==> config.mk <==
export PLATFORM = sky130hd
export DESIGN_NAME = lce_req_top
export DESIGN_NICKNAME = d
export VERILOG_FILES = /design/src/source/bedrock_req_pkg.sv /design/src/source/cache_if_pkg.sv /design/src/source/cache_req_capture.sv /design/src/source/lce_req_encoder.sv /design/src/source/lce_req_out_queue.sv /design/src/source/lce_req_top.sv
export VERILOG_INCLUDE_DIRS = /design/src /design/src/include
export SDC_FILE = /design/constraint.sdc
export NUM_CORES = 1
export LEC_CHECK = 0
export BUFFER_PORTS_ARGS = -buffer_cell sky130_fd_sc_hd__buf_4
export CAP_MARGIN = 10
export CORE_UTILIZATION = 45
export DETAILED_ROUTE_END_ITERATION = 10
export HOLD_SLACK_MARGIN = 0.03
export PLACE_DENSITY = 0.73
export SYNTH_ARGS = -nofsm -noshare
export SYNTH_HDL_FRONTEND = slang
export SYNTH_SLANG_ARGS = --single-unit
==> constraint.sdc <==
create_clock -name clk_i -period 12.37 [get_ports clk_i]
set_clock_uncertainty 0.2 [all_clocks]
set_input_delay 1.8555 -clock clk_i [delete_from_list [all_inputs] [get_ports clk_i]]
set_output_delay 1.8555 -clock clk_i [all_outputs]
set_load 0.02 [all_outputs]
==> src/include/lce_macros.svh <==
// build parameters of the cache engine request path
// address, data and id widths, credits and metadata timing

`ifndef LCE_MACROS_SVH
`define LCE_MACROS_SVH

// physical address and data widths
`define LCE_PADDR_WIDTH 32
`define LCE_FILL_WIDTH 64
`define LCE_BLOCK_WIDTH 256

// outstanding request limit
`define LCE_CREDITS 4

// engine and directory ids
`define LCE_ID_WIDTH 4
`define LCE_CCE_ID_WIDTH 2

// associativity and the width of a way id
`define LCE_ASSOC 4
`define LCE_WAY_WIDTH $clog2(`LCE_ASSOC)

// metadata follows the request by 0 or 1 cycles
`define LCE_METADATA_LATENCY 1

// 1 makes read misses ask for non-exclusive state
`define LCE_NON_EXCL_READS 0

`endif

==> src/source/bedrock_req_pkg.sv <==
// network side request types
// message type, write subop, aux union, header and engine mode

package bedrock_req_pkg;

  `include "lce_macros.svh"

  typedef enum logic [2:0] {
    e_bedrock_req_rd_miss = 3'd0,
    e_bedrock_req_wr_miss = 3'd1,
    e_bedrock_req_uc_rd   = 3'd2,
    e_bedrock_req_uc_wr   = 3'd3,
    e_bedrock_req_uc_amo  = 3'd4
  } bedrock_req_type_e;

  // plain store, or the atomic carried by an uncached atomic
  typedef enum logic [3:0] {
    e_bedrock_store   = 4'd0,
    e_bedrock_amolr   = 4'd1,
    e_bedrock_amosc   = 4'd2,
    e_bedrock_amoswap = 4'd3,
    e_bedrock_amoadd  = 4'd4,
    e_bedrock_amoxor  = 4'd5,
    e_bedrock_amoand  = 4'd6,
    e_bedrock_amoor   = 4'd7,
    e_bedrock_amomin  = 4'd8,
    e_bedrock_amomax  = 4'd9,
    e_bedrock_amominu = 4'd10,
    e_bedrock_amomaxu = 4'd11
  } bedrock_wr_subop_e;

  localparam int aux_pad_width_lp = 4 - 1 - `LCE_WAY_WIDTH;

  // miss view of the aux field
  typedef struct packed {
    logic [aux_pad_width_lp-1:0] pad;
    logic                        non_excl;
    logic [`LCE_WAY_WIDTH-1:0]   way_id;
  } bedrock_req_miss_aux_s;

  // misses read the miss view and uncached requests the uc view
  typedef union packed {
    bedrock_req_miss_aux_s miss;
    bedrock_wr_subop_e     uc;
  } bedrock_req_aux_u;

  typedef struct packed {
    bedrock_req_type_e              msg_type;
    logic [`LCE_PADDR_WIDTH-1:0]    addr;
    logic [2:0]                     size;
    bedrock_req_aux_u               aux;
    logic [`LCE_ID_WIDTH-1:0]       src_id;
    logic [`LCE_CCE_ID_WIDTH-1:0]   dst_id;
  } bedrock_req_header_s;

  typedef enum logic {
    e_lce_mode_uncached = 1'b0,
    e_lce_mode_normal   = 1'b1
  } lce_mode_e;

endpackage

==> src/source/cache_if_pkg.sv <==
// cache side request types
// request kind, atomic operation and request size

package cache_if_pkg;

  // what the cache asks for
  typedef enum logic [2:0] {
    e_miss_load  = 3'd0,
    e_miss_store = 3'd1,
    e_uc_load    = 3'd2,
    e_uc_store   = 3'd3,
    e_uc_amo     = 3'd4
  } cache_req_kind_e;

  // atomic operation of an uncached atomic request
  typedef enum logic [3:0] {
    e_amo_lr   = 4'd0,
    e_amo_sc   = 4'd1,
    e_amo_swap = 4'd2,
    e_amo_add  = 4'd3,
    e_amo_xor  = 4'd4,
    e_amo_and  = 4'd5,
    e_amo_or   = 4'd6,
    e_amo_min  = 4'd7,
    e_amo_max  = 4'd8,
    e_amo_minu = 4'd9,
    e_amo_maxu = 4'd10
  } cache_amo_op_e;

  // log2 of the size in bytes
  typedef enum logic [2:0] {
    e_size_1b  = 3'd0,
    e_size_2b  = 3'd1,
    e_size_4b  = 3'd2,
    e_size_8b  = 3'd3,
    e_size_16b = 3'd4,
    e_size_32b = 3'd5
  } cache_req_size_e;

endpackage

==> src/source/cache_req_capture.sv <==
// cache request capture stage
// holds one request with its metadata and drives ready to the cache

`timescale 1ns/100ps

`include "lce_macros.svh"

module cache_req_capture
  import cache_if_pkg::*;
(
  input  logic                         clk_i,
  input  logic                         reset_i,
  input  logic                         cache_req_v_i,
  input  cache_req_kind_e              cache_req_kind_i,
  input  logic [`LCE_PADDR_WIDTH-1:0]  cache_req_addr_i,
  input  cache_req_size_e              cache_req_size_i,
  input  cache_amo_op_e                cache_req_amo_op_i,
  input  logic [`LCE_FILL_WIDTH-1:0]   cache_req_data_i,
  input  logic                         cache_req_metadata_v_i,
  input  logic [`LCE_WAY_WIDTH-1:0]    cache_req_way_i,
  input  logic                         req_sent_i,
  output logic                         cache_req_ready_o,
  output logic                         held_v_o,
  output cache_req_kind_e              held_kind_o,
  output logic [`LCE_PADDR_WIDTH-1:0]  held_addr_o,
  output cache_req_size_e              held_size_o,
  output cache_amo_op_e                held_amo_op_o,
  output logic [`LCE_FILL_WIDTH-1:0]   held_data_o,
  output logic [`LCE_WAY_WIDTH-1:0]    held_way_o,
  output logic                         metadata_ready_o
);

  localparam bit md_with_req_lp = (`LCE_METADATA_LATENCY == 0);

  logic                      accept;
  logic                      md_seen_r;
  logic [`LCE_WAY_WIDTH-1:0] way_r;

  // a new request may enter on the edge that sends the held one
  assign cache_req_ready_o = ~held_v_o | req_sent_i;
  assign accept = cache_req_v_i & cache_req_ready_o;

  // set wins over clear
  always_ff @(posedge clk_i) begin
    if (reset_i) begin
      held_v_o <= 1'b0;
    end else if (accept) begin
      held_v_o <= 1'b1;
    end else if (req_sent_i) begin
      held_v_o <= 1'b0;
    end
  end

  always_ff @(posedge clk_i) begin
    if (accept) begin
      held_kind_o   <= cache_req_kind_i;
      held_addr_o   <= cache_req_addr_i;
      held_size_o   <= cache_req_size_i;
      held_amo_op_o <= cache_req_amo_op_i;
      held_data_o   <= cache_req_data_i;
    end
  end

  always_ff @(posedge clk_i) begin
    if (cache_req_metadata_v_i) begin
      way_r <= cache_req_way_i;
    end
  end

  // with latency 1 a strobe on the accept edge belongs to the previous request
  always_ff @(posedge clk_i) begin
    if (reset_i) begin
      md_seen_r <= 1'b0;
    end else if (accept) begin
      md_seen_r <= md_with_req_lp & cache_req_metadata_v_i;
    end else if (cache_req_metadata_v_i) begin
      md_seen_r <= 1'b1;
    end
  end

  // metadata bypasses the register in the cycle it arrives
  assign held_way_o = cache_req_metadata_v_i ? cache_req_way_i : way_r;
  assign metadata_ready_o = md_seen_r | cache_req_metadata_v_i;

  // uncached traffic fits in one 64-bit beat
  a_uc_size: assert property (@(posedge clk_i) disable iff (reset_i)
    held_v_o && (held_kind_o inside {e_uc_load, e_uc_store, e_uc_amo})
      |-> held_size_o <= e_size_8b);

endmodule

==> src/source/lce_req_encoder.sv <==
// request encoder with init FSM and credit counter
// translates the held cache request into a network header and beat

`timescale 1ns/100ps

`include "lce_macros.svh"

module lce_req_encoder
  import cache_if_pkg::*;
  import bedrock_req_pkg::*;
(
  input  logic                         clk_i,
  input  logic                         reset_i,
  input  logic [`LCE_ID_WIDTH-1:0]     lce_id_i,
  input  lce_mode_e                    lce_mode_i,
  input  logic                         cache_init_done_i,
  input  logic                         sync_done_i,
  input  logic                         held_v_i,
  input  cache_req_kind_e              held_kind_i,
  input  logic [`LCE_PADDR_WIDTH-1:0]  held_addr_i,
  input  cache_req_size_e              held_size_i,
  input  cache_amo_op_e                held_amo_op_i,
  input  logic [`LCE_FILL_WIDTH-1:0]   held_data_i,
  input  logic [`LCE_WAY_WIDTH-1:0]    held_way_i,
  input  logic                         metadata_ready_i,
  input  logic                         queue_full_i,
  input  logic                         cache_req_complete_i,
  input  logic                         uc_store_complete_i,
  output logic                         req_sent_o,
  output logic                         push_o,
  output bedrock_req_header_s          push_header_o,
  output logic [`LCE_FILL_WIDTH-1:0]   push_data_o,
  output logic                         busy_o,
  output logic                         credits_full_o,
  output logic                         credits_empty_o
);

  localparam int credit_width_lp = $clog2(`LCE_CREDITS + 1);
  localparam logic [credit_width_lp-1:0] credit_max_lp = `LCE_CREDITS;
  localparam int beat_offset_lp = $clog2(`LCE_FILL_WIDTH / 8);
  localparam int block_offset_lp = $clog2(`LCE_BLOCK_WIDTH / 8);
  localparam logic [`LCE_PADDR_WIDTH-1:0] beat_mask_lp = {`LCE_PADDR_WIDTH{1'b1}} << beat_offset_lp;

  typedef enum logic {
    e_init,
    e_ready
  } state_e;

  state_e                     state_r;
  logic [credit_width_lp-1:0] credit_count_r;
  logic [1:0]                 credit_returns;
  logic                       is_miss;
  bedrock_wr_subop_e          amo_subop;

  // wait for the cache arrays to finish initializing
  always_ff @(posedge clk_i) begin
    if (reset_i) begin
      state_r <= e_init;
    end else if (state_r == e_init && cache_init_done_i) begin
      state_r <= e_ready;
    end
  end

  assign busy_o = (state_r == e_init) || (~sync_done_i && (lce_mode_i == e_lce_mode_normal));

  assign is_miss = held_kind_i inside {e_miss_load, e_miss_store};

  // misses also need their replacement way
  assign push_o = (state_r == e_ready) && held_v_i && (credit_count_r < credit_max_lp)
                  && ~queue_full_i && (~is_miss || metadata_ready_i);
  assign req_sent_o = push_o;

  // one credit per request, one back per completion pulse
  assign credit_returns = {1'b0, cache_req_complete_i} + {1'b0, uc_store_complete_i};

  always_ff @(posedge clk_i) begin
    if (reset_i) begin
      credit_count_r <= '0;
    end else begin
      credit_count_r <= credit_count_r + credit_width_lp'(push_o)
                        - credit_width_lp'(credit_returns);
    end
  end

  assign credits_full_o  = held_v_i && (credit_count_r == credit_max_lp);
  assign credits_empty_o = ~held_v_i && (credit_count_r == '0);

  always_comb begin
    unique case (held_amo_op_i)
      e_amo_lr:   amo_subop = e_bedrock_amolr;
      e_amo_sc:   amo_subop = e_bedrock_amosc;
      e_amo_swap: amo_subop = e_bedrock_amoswap;
      e_amo_add:  amo_subop = e_bedrock_amoadd;
      e_amo_xor:  amo_subop = e_bedrock_amoxor;
      e_amo_and:  amo_subop = e_bedrock_amoand;
      e_amo_or:   amo_subop = e_bedrock_amoor;
      e_amo_min:  amo_subop = e_bedrock_amomin;
      e_amo_max:  amo_subop = e_bedrock_amomax;
      e_amo_minu: amo_subop = e_bedrock_amominu;
      e_amo_maxu: amo_subop = e_bedrock_amomaxu;
      default:    amo_subop = e_bedrock_store;
    endcase
  end

  always_comb begin
    push_header_o        = '0;
    push_header_o.size   = held_size_i;
    push_header_o.src_id = lce_id_i;
    // directory chosen by the address bits above the block offset
    push_header_o.dst_id = held_addr_i[block_offset_lp +: `LCE_CCE_ID_WIDTH];
    // uncached requests carry the full byte address
    push_header_o.addr   = held_addr_i;
    unique case (held_kind_i)
      e_miss_load: begin
        push_header_o.msg_type             = e_bedrock_req_rd_miss;
        push_header_o.addr                 = held_addr_i & beat_mask_lp;
        push_header_o.aux.miss.way_id      = held_way_i;
        push_header_o.aux.miss.non_excl    = 1'(`LCE_NON_EXCL_READS);
      end
      e_miss_store: begin
        push_header_o.msg_type             = e_bedrock_req_wr_miss;
        push_header_o.addr                 = held_addr_i & beat_mask_lp;
        push_header_o.aux.miss.way_id      = held_way_i;
        push_header_o.aux.miss.non_excl    = 1'b0;
      end
      e_uc_load: begin
        push_header_o.msg_type = e_bedrock_req_uc_rd;
        push_header_o.aux.uc   = e_bedrock_store;
      end
      e_uc_store: begin
        push_header_o.msg_type = e_bedrock_req_uc_wr;
        push_header_o.aux.uc   = e_bedrock_store;
      end
      e_uc_amo: begin
        push_header_o.msg_type = e_bedrock_req_uc_amo;
        push_header_o.aux.uc   = amo_subop;
      end
      default: begin
        push_header_o.msg_type = e_bedrock_req_uc_rd;
      end
    endcase
  end

  assign push_data_o = held_data_i;

  // completions only come back for requests already sent
  a_credit_underflow: assert property (@(posedge clk_i) disable iff (reset_i)
    (cache_req_complete_i || uc_store_complete_i)
      |-> credit_width_lp'(credit_returns) <= credit_count_r);

endmodule

==> src/source/lce_req_out_queue.sv <==
// two-entry output queue toward the network
// single-beat messages, so last follows valid

`timescale 1ns/100ps

`include "lce_macros.svh"

module lce_req_out_queue
  import bedrock_req_pkg::*;
(
  input  logic                        clk_i,
  input  logic                        reset_i,
  input  logic                        push_i,
  input  bedrock_req_header_s         push_header_i,
  input  logic [`LCE_FILL_WIDTH-1:0]  push_data_i,
  input  logic                        lce_req_ready_i,
  output logic                        queue_full_o,
  output bedrock_req_header_s         lce_req_header_o,
  output logic [`LCE_FILL_WIDTH-1:0]  lce_req_data_o,
  output logic                        lce_req_v_o,
  output logic                        lce_req_last_o
);

  bedrock_req_header_s        header_mem [0:1];
  logic [`LCE_FILL_WIDTH-1:0] data_mem [0:1];
  // top bit of each pointer tells full from empty
  logic [1:0]                 wr_ptr_r;
  logic [1:0]                 rd_ptr_r;
  logic                       pop;

  assign queue_full_o = (wr_ptr_r[1] != rd_ptr_r[1]) && (wr_ptr_r[0] == rd_ptr_r[0]);
  assign lce_req_v_o  = (wr_ptr_r != rd_ptr_r);
  assign pop          = lce_req_v_o & lce_req_ready_i;

  always_ff @(posedge clk_i) begin
    if (push_i) begin
      header_mem[wr_ptr_r[0]] <= push_header_i;
      data_mem[wr_ptr_r[0]]   <= push_data_i;
    end
  end

  always_ff @(posedge clk_i) begin
    if (reset_i) begin
      wr_ptr_r <= '0;
      rd_ptr_r <= '0;
    end else begin
      wr_ptr_r <= wr_ptr_r + 2'(push_i);
      rd_ptr_r <= rd_ptr_r + 2'(pop);
    end
  end

  // head entry stays put until the network takes it
  assign lce_req_header_o = header_mem[rd_ptr_r[0]];
  assign lce_req_data_o   = data_mem[rd_ptr_r[0]];
  assign lce_req_last_o   = lce_req_v_o;

  // the encoder must respect full
  a_no_push_full: assert property (@(posedge clk_i) disable iff (reset_i)
    queue_full_o |-> !push_i);

endmodule

==> src/source/lce_req_top.sv <==
// request path of the local cache engine
// capture, encoder and output queue

`timescale 1ns/100ps

`include "lce_macros.svh"

module lce_req_top
  import cache_if_pkg::*;
  import bedrock_req_pkg::*;
(
  input  logic                         clk_i,
  input  logic                         reset_i,
  input  logic [`LCE_ID_WIDTH-1:0]     lce_id_i,
  input  lce_mode_e                    lce_mode_i,
  input  logic                         cache_init_done_i,
  input  logic                         sync_done_i,
  input  logic                         cache_req_v_i,
  input  cache_req_kind_e              cache_req_kind_i,
  input  logic [`LCE_PADDR_WIDTH-1:0]  cache_req_addr_i,
  input  cache_req_size_e              cache_req_size_i,
  input  cache_amo_op_e                cache_req_amo_op_i,
  input  logic [`LCE_FILL_WIDTH-1:0]   cache_req_data_i,
  input  logic                         cache_req_metadata_v_i,
  input  logic [`LCE_WAY_WIDTH-1:0]    cache_req_way_i,
  input  logic                         cache_req_complete_i,
  input  logic                         uc_store_complete_i,
  input  logic                         lce_req_ready_i,
  output logic                         cache_req_ready_o,
  output logic                         busy_o,
  output logic                         credits_full_o,
  output logic                         credits_empty_o,
  output bedrock_req_header_s          lce_req_header_o,
  output logic [`LCE_FILL_WIDTH-1:0]   lce_req_data_o,
  output logic                         lce_req_v_o,
  output logic                         lce_req_last_o
);

  logic                        held_v;
  cache_req_kind_e             held_kind;
  logic [`LCE_PADDR_WIDTH-1:0] held_addr;
  cache_req_size_e             held_size;
  cache_amo_op_e               held_amo_op;
  logic [`LCE_FILL_WIDTH-1:0]  held_data;
  logic [`LCE_WAY_WIDTH-1:0]   held_way;
  logic                        metadata_ready;
  logic                        req_sent;
  logic                        push;
  bedrock_req_header_s         push_header;
  logic [`LCE_FILL_WIDTH-1:0]  push_data;
  logic                        queue_full;

  cache_req_capture capture (
    .clk_i(clk_i),
    .reset_i(reset_i),
    .cache_req_v_i(cache_req_v_i),
    .cache_req_kind_i(cache_req_kind_i),
    .cache_req_addr_i(cache_req_addr_i),
    .cache_req_size_i(cache_req_size_i),
    .cache_req_amo_op_i(cache_req_amo_op_i),
    .cache_req_data_i(cache_req_data_i),
    .cache_req_metadata_v_i(cache_req_metadata_v_i),
    .cache_req_way_i(cache_req_way_i),
    .req_sent_i(req_sent),
    .cache_req_ready_o(cache_req_ready_o),
    .held_v_o(held_v),
    .held_kind_o(held_kind),
    .held_addr_o(held_addr),
    .held_size_o(held_size),
    .held_amo_op_o(held_amo_op),
    .held_data_o(held_data),
    .held_way_o(held_way),
    .metadata_ready_o(metadata_ready)
  );

  lce_req_encoder encoder (
    .clk_i(clk_i),
    .reset_i(reset_i),
    .lce_id_i(lce_id_i),
    .lce_mode_i(lce_mode_i),
    .cache_init_done_i(cache_init_done_i),
    .sync_done_i(sync_done_i),
    .held_v_i(held_v),
    .held_kind_i(held_kind),
    .held_addr_i(held_addr),
    .held_size_i(held_size),
    .held_amo_op_i(held_amo_op),
    .held_data_i(held_data),
    .held_way_i(held_way),
    .metadata_ready_i(metadata_ready),
    .queue_full_i(queue_full),
    .cache_req_complete_i(cache_req_complete_i),
    .uc_store_complete_i(uc_store_complete_i),
    .req_sent_o(req_sent),
    .push_o(push),
    .push_header_o(push_header),
    .push_data_o(push_data),
    .busy_o(busy_o),
    .credits_full_o(credits_full_o),
    .credits_empty_o(credits_empty_o)
  );

  lce_req_out_queue out_queue (
    .clk_i(clk_i),
    .reset_i(reset_i),
    .push_i(push),
    .push_header_i(push_header),
    .push_data_i(push_data),
    .lce_req_ready_i(lce_req_ready_i),
    .queue_full_o(queue_full),
    .lce_req_header_o(lce_req_header_o),
    .lce_req_data_o(lce_req_data_o),
    .lce_req_v_o(lce_req_v_o),
    .lce_req_last_o(lce_req_last_o)
  );

endmodule

==> impl_metrics.ini, run 1 <==
[routing]
wl_met3_mm = 1.882
highest_layer = met4
routedWlPerCell_um = 18.06
drc = 26
ant_nets = 0
via_count = 5757
dr.first_iter.drc_count = 377
firstDrtPassIters = 7
wl_met2_mm = 10.52
vias_per_cell = 4.900
wl_met1_mm = 8.361
routed_wl_mm = 21.22

[worst_hold_path]
whs_path_depth = 0
worst_hold_path_type = flop to flop

[timing]
fin_tns_setup_ps = 0
hold_slack_ps = 237.6
slew_viol_final = 0
rsz0062_at_grt = no
worst_slew_pin_slew_ps = 906.0
fin_crit_ps = 5034
fin_crit_sh_pct = 40.69
setup_viol = 0
max_slew_margin_pct = 39.60
fmax_mhz = 198.7
hold_viol = 0

[cts]
clkSinkCount = 342
root_buffer = clkbuf_16
h-tree-depth = 2
cts_buffer_depth = 3
cts_hold_buf = 0
worstSkewPairLatency_ps = 500
cts_inserted_buffers = 35
post_cts_buffers = 0
cts_tree = yes
path_clk_slew_ps = 60
cts_resized = 0

[run_status]
violations = DRC
status = complete, but fails checks

[critical_path]
critPathArrivalTime_ps = 2980
required_ps = 10310
cp_slowest_cell = or4_4
cpMostUsedCell = buf_4
endpoint_kind = output pin
worstPathMaxFanout = 4
timing_worst_setup_path_type = input pin to output pin
r2r_cells = 6
cp_slowest_stage_delay_ps = 490
crit_buf_inv = 2
path_delay_family = simple AND/OR/NAND/NOR gates
worstSetupStartpointType = input pin
cp_num_cells = 5
path_cells = buf_4 -> or4_4 -> o211a_4 -> nand2b_1 -> buf_4

[placed_design]
dp_hpwl_mm = 13.46
gp_congestion = 0.7699
portBuffers = 239

[flow_run]
maxCapViolCount = 0

[global_route]
grt_max_degree = 66
overflow = 0
grt_pass1_vias = 5948
grt_pass1_wl_mm = 31.99
track_usage_pct = 15.39
antenna_found_initial = 0

[die]
dieWidth_um = 165.6
io_pins = 240
start_util_pct = 46.07
core_um2 = 26130
num_rows = 59
die_area_um2 = 27410
die_y_um = 165.6

[synth]
synth_warnings = 0
yosys_register_bits = 342
synth_area_per_cell_um2 = 21.85
ys_async_sr_fraction_pct = 0
netlist_instances = 551
synth_edf_count = 326
ys_seq_area_share_pct = 83.97
synth_flop_cell = edfxtp_1
yosysUniqueCellTypes = 37
syn_area_um2 = 12040
synth_fp_nets = 682

[pwr]
p_leak_nw = 5.525
powerDensity_nw_per_um2 = 175.2
peakVddDrop_mv = 0.1286

[finish]
final_cell_mix = edfxtp_1 (326), buf_4 (243), mux2_2 (116), clkbuf_16 (35), dfxtp_1 (15)
nNetsFinal = 946
diodes = 0
area_growth_pct = 27.47
drive_gt1_share_pct = 49.52
final_core_util_pct = 58.72
layout_commonest_cell = edfxtp_1
## routing by layer
metal | up-vias | global-route usage (%)
li1 | 2690 | -
met1 | 2828 | 18.89
met2 | 199 | 25.66
met3 | 40 | 5.345
met4 | 0 | 4.504
met5 | - | 0
## report_power, final
part / internal, mW / switching, mW / total [mW]
logic: 0.145 / 0.159 / 0.305
registers: 1.34 / 0.0313 / 1.37
clock network: 0.595 / 0.415 / 1.01
## kinds of logic after synthesis
kind of cell | Yosys count | share of synthesized area, %
XOR/XNOR | 6 | 0.4365
flip-flops | 342 | 83.97
AND/OR/NAND/NOR | 33 | 1.559
buffers and inverters | 28 | 0.9664
adder cells (fa/ha/maj) | 9 | 0.9978
AO/OA/AOI/OAI | 16 | 1.133
multiplexers | 117 | 10.93
## Yosys cell counts, drive strengths merged, types with 3 or more instances
| cell | instances | area [um^2] |
|---|---|---|
| edfxtp | 326 | 9789 |
| and2 | 3 | 18.77 |
| ha | 8 | 100.1 |
| inv | 12 | 45.04 |
| xnor2 | 4 | 35.03 |
| clkbuf | 12 | 45.04 |
| mux2 | 116 | 1306 |
| nor2b | 9 | 56.30 |
| buf | 4 | 26.27 |
| dfxtp | 16 | 320.3 |
| nor2 | 9 | 33.78 |
## per-stage QoR
stage / cell area (um^2) / setup slack [ps] / instances / power, mW
after floorplan: 12040 / 6753 / 551 / 1.570
after global placement: 14240 / 7340 / 1113 / 1.699
after CTS: 15350 / 7330 / 1175 / 2.718
after global routing: 15350 / 7302 / 1175 / 2.787
final: 15350 / 7336 / 1175 / 2.688
after detailed placement: 14240 / 7333 / 1113 / 1.707
## worst reg2reg max path, cell delays in order (launching register included)
cell,delay [ps]
dfxtp_4,810
xor2_1,320
o211a_4,240
nand2_1,100
inv_1,180
ha_4,730
buf_4,750
## registers in the layout, summed over array words and instances, names as in the netlist, 2 cells and up
register / flops
capture.held_data_o: 64
capture.way_r: 2
out_queue.header_mem: 92
capture.held_kind_o: 3
out_queue.data_mem: 128
encoder.credit_count_r: 3
encoder.amo_subop: 4
capture.held_amo_op_o: 4
capture.held_addr_o: 32
out_queue.wr_ptr_r: 2
capture.held_size_o: 3
out_queue.rd_ptr_r: 2
## final timing paths
check / startpoint / to / slack [ps]
hold reg to reg: capture.held_data_o[17] / out_queue.data_mem[1][17] / 240
setup / recovery: cache_req_metadata_v_i / cache_req_ready_o / 7340
hold / removal: capture.held_data_o[17] / out_queue.data_mem[1][17] / 240
setup reg to reg: out_queue.rd_ptr_r[0] / out_queue.data_mem[1][22] / 8640
## layout make-up
type                            count  area [um^2]
Clock buffer                       46        927.1
Clock inverter                     16        176.4
Fill cell                        1928        10790
Inverter                           12        47.55
Multi-Input combinational cell    181         1838
Sequential cell                   342        10110
Tap cell                          335        419.2
Timing Repair Buffer              243         1824
Power figures use the tool's default switching activity.
==> run 2, diff against run 1 <==
Clock period 12.37 ns to 5.1 ns, I/O delays scaled along.
==> run 2 against run 1 <==
The flow still finishes with violations (DRC). Combinational power increased to 2.5 times the previous value. Sequential share of layout area decreased by 0.086 points. Count of clock-buffer cells in the layout decreased by 2. Global-route usage increased by 0.27 points. Non-clock buffer count increased by 2. Register-to-register slack got worse by 6500 ps. Clock power increased by 140%. Die area unchanged. Final cell count about the same. Via count about the same. First-iteration DRC count decreased by 1.3%. Largest power group unchanged.
==> impl_metrics.ini, run 2 (synthesis gave the netlist of run 1 again) <==
[timing]
rsz0062_at_grt = no
fin_crit_ps = 3847
fmax_mhz = 260.0
slew_viol_final = 0
worst_slew_pin_slew_ps = 1064
fin_tns_setup_ps = 0
setup_viol = 0
max_slew_margin_pct = 29.08
fin_crit_sh_pct = 75.42
hold_viol = 0

[critical_path]
worstPathMaxFanout = 58
critPathArrivalTime_ps = 2880
endpoint_kind = output pin
required_ps = 4140
timing_worst_setup_path_type = flop to output pin
worstSetupStartpointType = flop

[cts]
cts_hold_buf = 0
root_buffer = clkbuf_16
worstSkewPairLatency_ps = 500
clkSinkCount = 342
cts_tree = yes
h-tree-depth = 2
cts_inserted_buffers = 36
cts_buffer_depth = 3
cts_resized = 0
post_cts_buffers = 0
path_clk_slew_ps = 60

[finish]
drive_gt1_share_pct = 49.58
nNetsFinal = 949
layout_commonest_cell = edfxtp_1
area_growth_pct = 27.63
diodes = 0
largest_reg_flops = 128
final_cell_mix = edfxtp_1 (326), buf_4 (244), mux2_2 (116), clkbuf_16 (37), dfxtp_1 (15)

[pwr]
power_mw = 6.502
p_leak_nw = 5.534
powerDensity_nw_per_um2 = 423.2
peakVddDrop_mv = 0.2791

[routing]
dr.first_iter.drc_count = 372
routed_wl_mm = 21.79
firstDrtPassIters = 8
vias_per_cell = 4.893
routedWlPerCell_um = 18.53
ant_nets = 0
drc = 26
via_count = 5754

[die]
dieWidth_um = 165.6
die_y_um = 165.6
num_rows = 59
io_pins = 240
core_um2 = 26130
die_area_um2 = 27410
start_util_pct = 46.07

[flow_run]
maxCapViolCount = 0

[run_status]
status = complete, but fails checks
violations = DRC

[global_route]
track_usage_pct = 15.66
overflow = 0
grt_max_degree = 78
grt_pass1_wl_mm = 31.89
grt_pass1_vias = 5960
antenna_found_initial = 0

[worst_hold_path]
worst_hold_path_type = input pin to flop

[placed_design]
portBuffers = 239
dp_hpwl_mm = 13.84
gp_congestion = 0.8100
==> run 2: cell types whose count changed in the layout (fill, tap and decap cells not counted), moves of 2 or more <==
cell | previous run | this run
clkinv_1 | 2 | 5
clkbuf_1 | 10 | 7
clkbuf_16 | 35 | 37
inv_6 | 3 | 1
==> run 2: critical path, stage by stage (launching register included) <==
cell and delay, ps:
dfxtp_4 350, buf_4 570, buf_4 720, mux2_2 440, buf_4 160
==> run 2: report_power, final <==
group          total, mW  switching, mW  internal, mW
logic              0.767          0.412         0.354
registers           3.31         0.0539          3.25
clock network       2.43           1.00          1.43
==> run 2: stage by stage <==
step / worst slack, ps / hold slack (ps) / cell area (um^2) / std cells / util (%)
after floorplan: 573.7 / 221.5 / 12040 / 551 / -
after CTS: 1216 / 213.0 / 15370 / 1176 / 58.80
after global placement: 1792 / 221.7 / 14270 / 1115 / 54.61
final: 1253 / 234.3 / 15370 / 1176 / 58.80
after detailed placement: 1770 / 229.8 / 14270 / 1115 / 54.61
after global routing: 1123 / 209.7 / 15370 / 1176 / 58.80
==> run 2: layout make-up <==
| cell class | instances | area (um^2) |
|---|---|---|
| Clock inverter | 17 | 143.9 |
| Fill cell | 1969 | 10770 |
| Clock buffer | 44 | 952.2 |
| Inverter | 12 | 47.55 |
| Tap cell | 335 | 419.2 |
| Timing Repair Buffer | 245 | 1852 |
| Sequential cell | 342 | 10110 |
| Multi-Input combinational cell | 181 | 1838 |
==> run 2: metal layers <==
| metal | track usage (%) | up-vias | routed length, um |
|---|---|---|---|
| met3 | 4.146 | 55 | 1465 |
| met2 | 26.40 | 196 | 10860 |
| met5 | 0 | - | 0 |
| li1 | - | 2691 | - |
| met4 | 6.033 | 0 | 661 |
| met1 | 19.26 | 2812 | 8805 |
==> run 2: worst paths after layout <==
| path | start | to | slack, ps | depth (start not counted) |
|---|---|---|---|---|
| min reg2reg | capture.held_data_o[62] | out_queue.data_mem[1][62] | 240 | 0 |
| max reg2reg | out_queue.wr_ptr_r[0] | out_queue.header_mem[1][9] | 2120 | 6 |
| min | cache_req_data_i[30] | capture.held_data_o[30] | 230 | 1 |
| max | out_queue.rd_ptr_r[0] | lce_req_header_o[14] | 1250 | 4 |
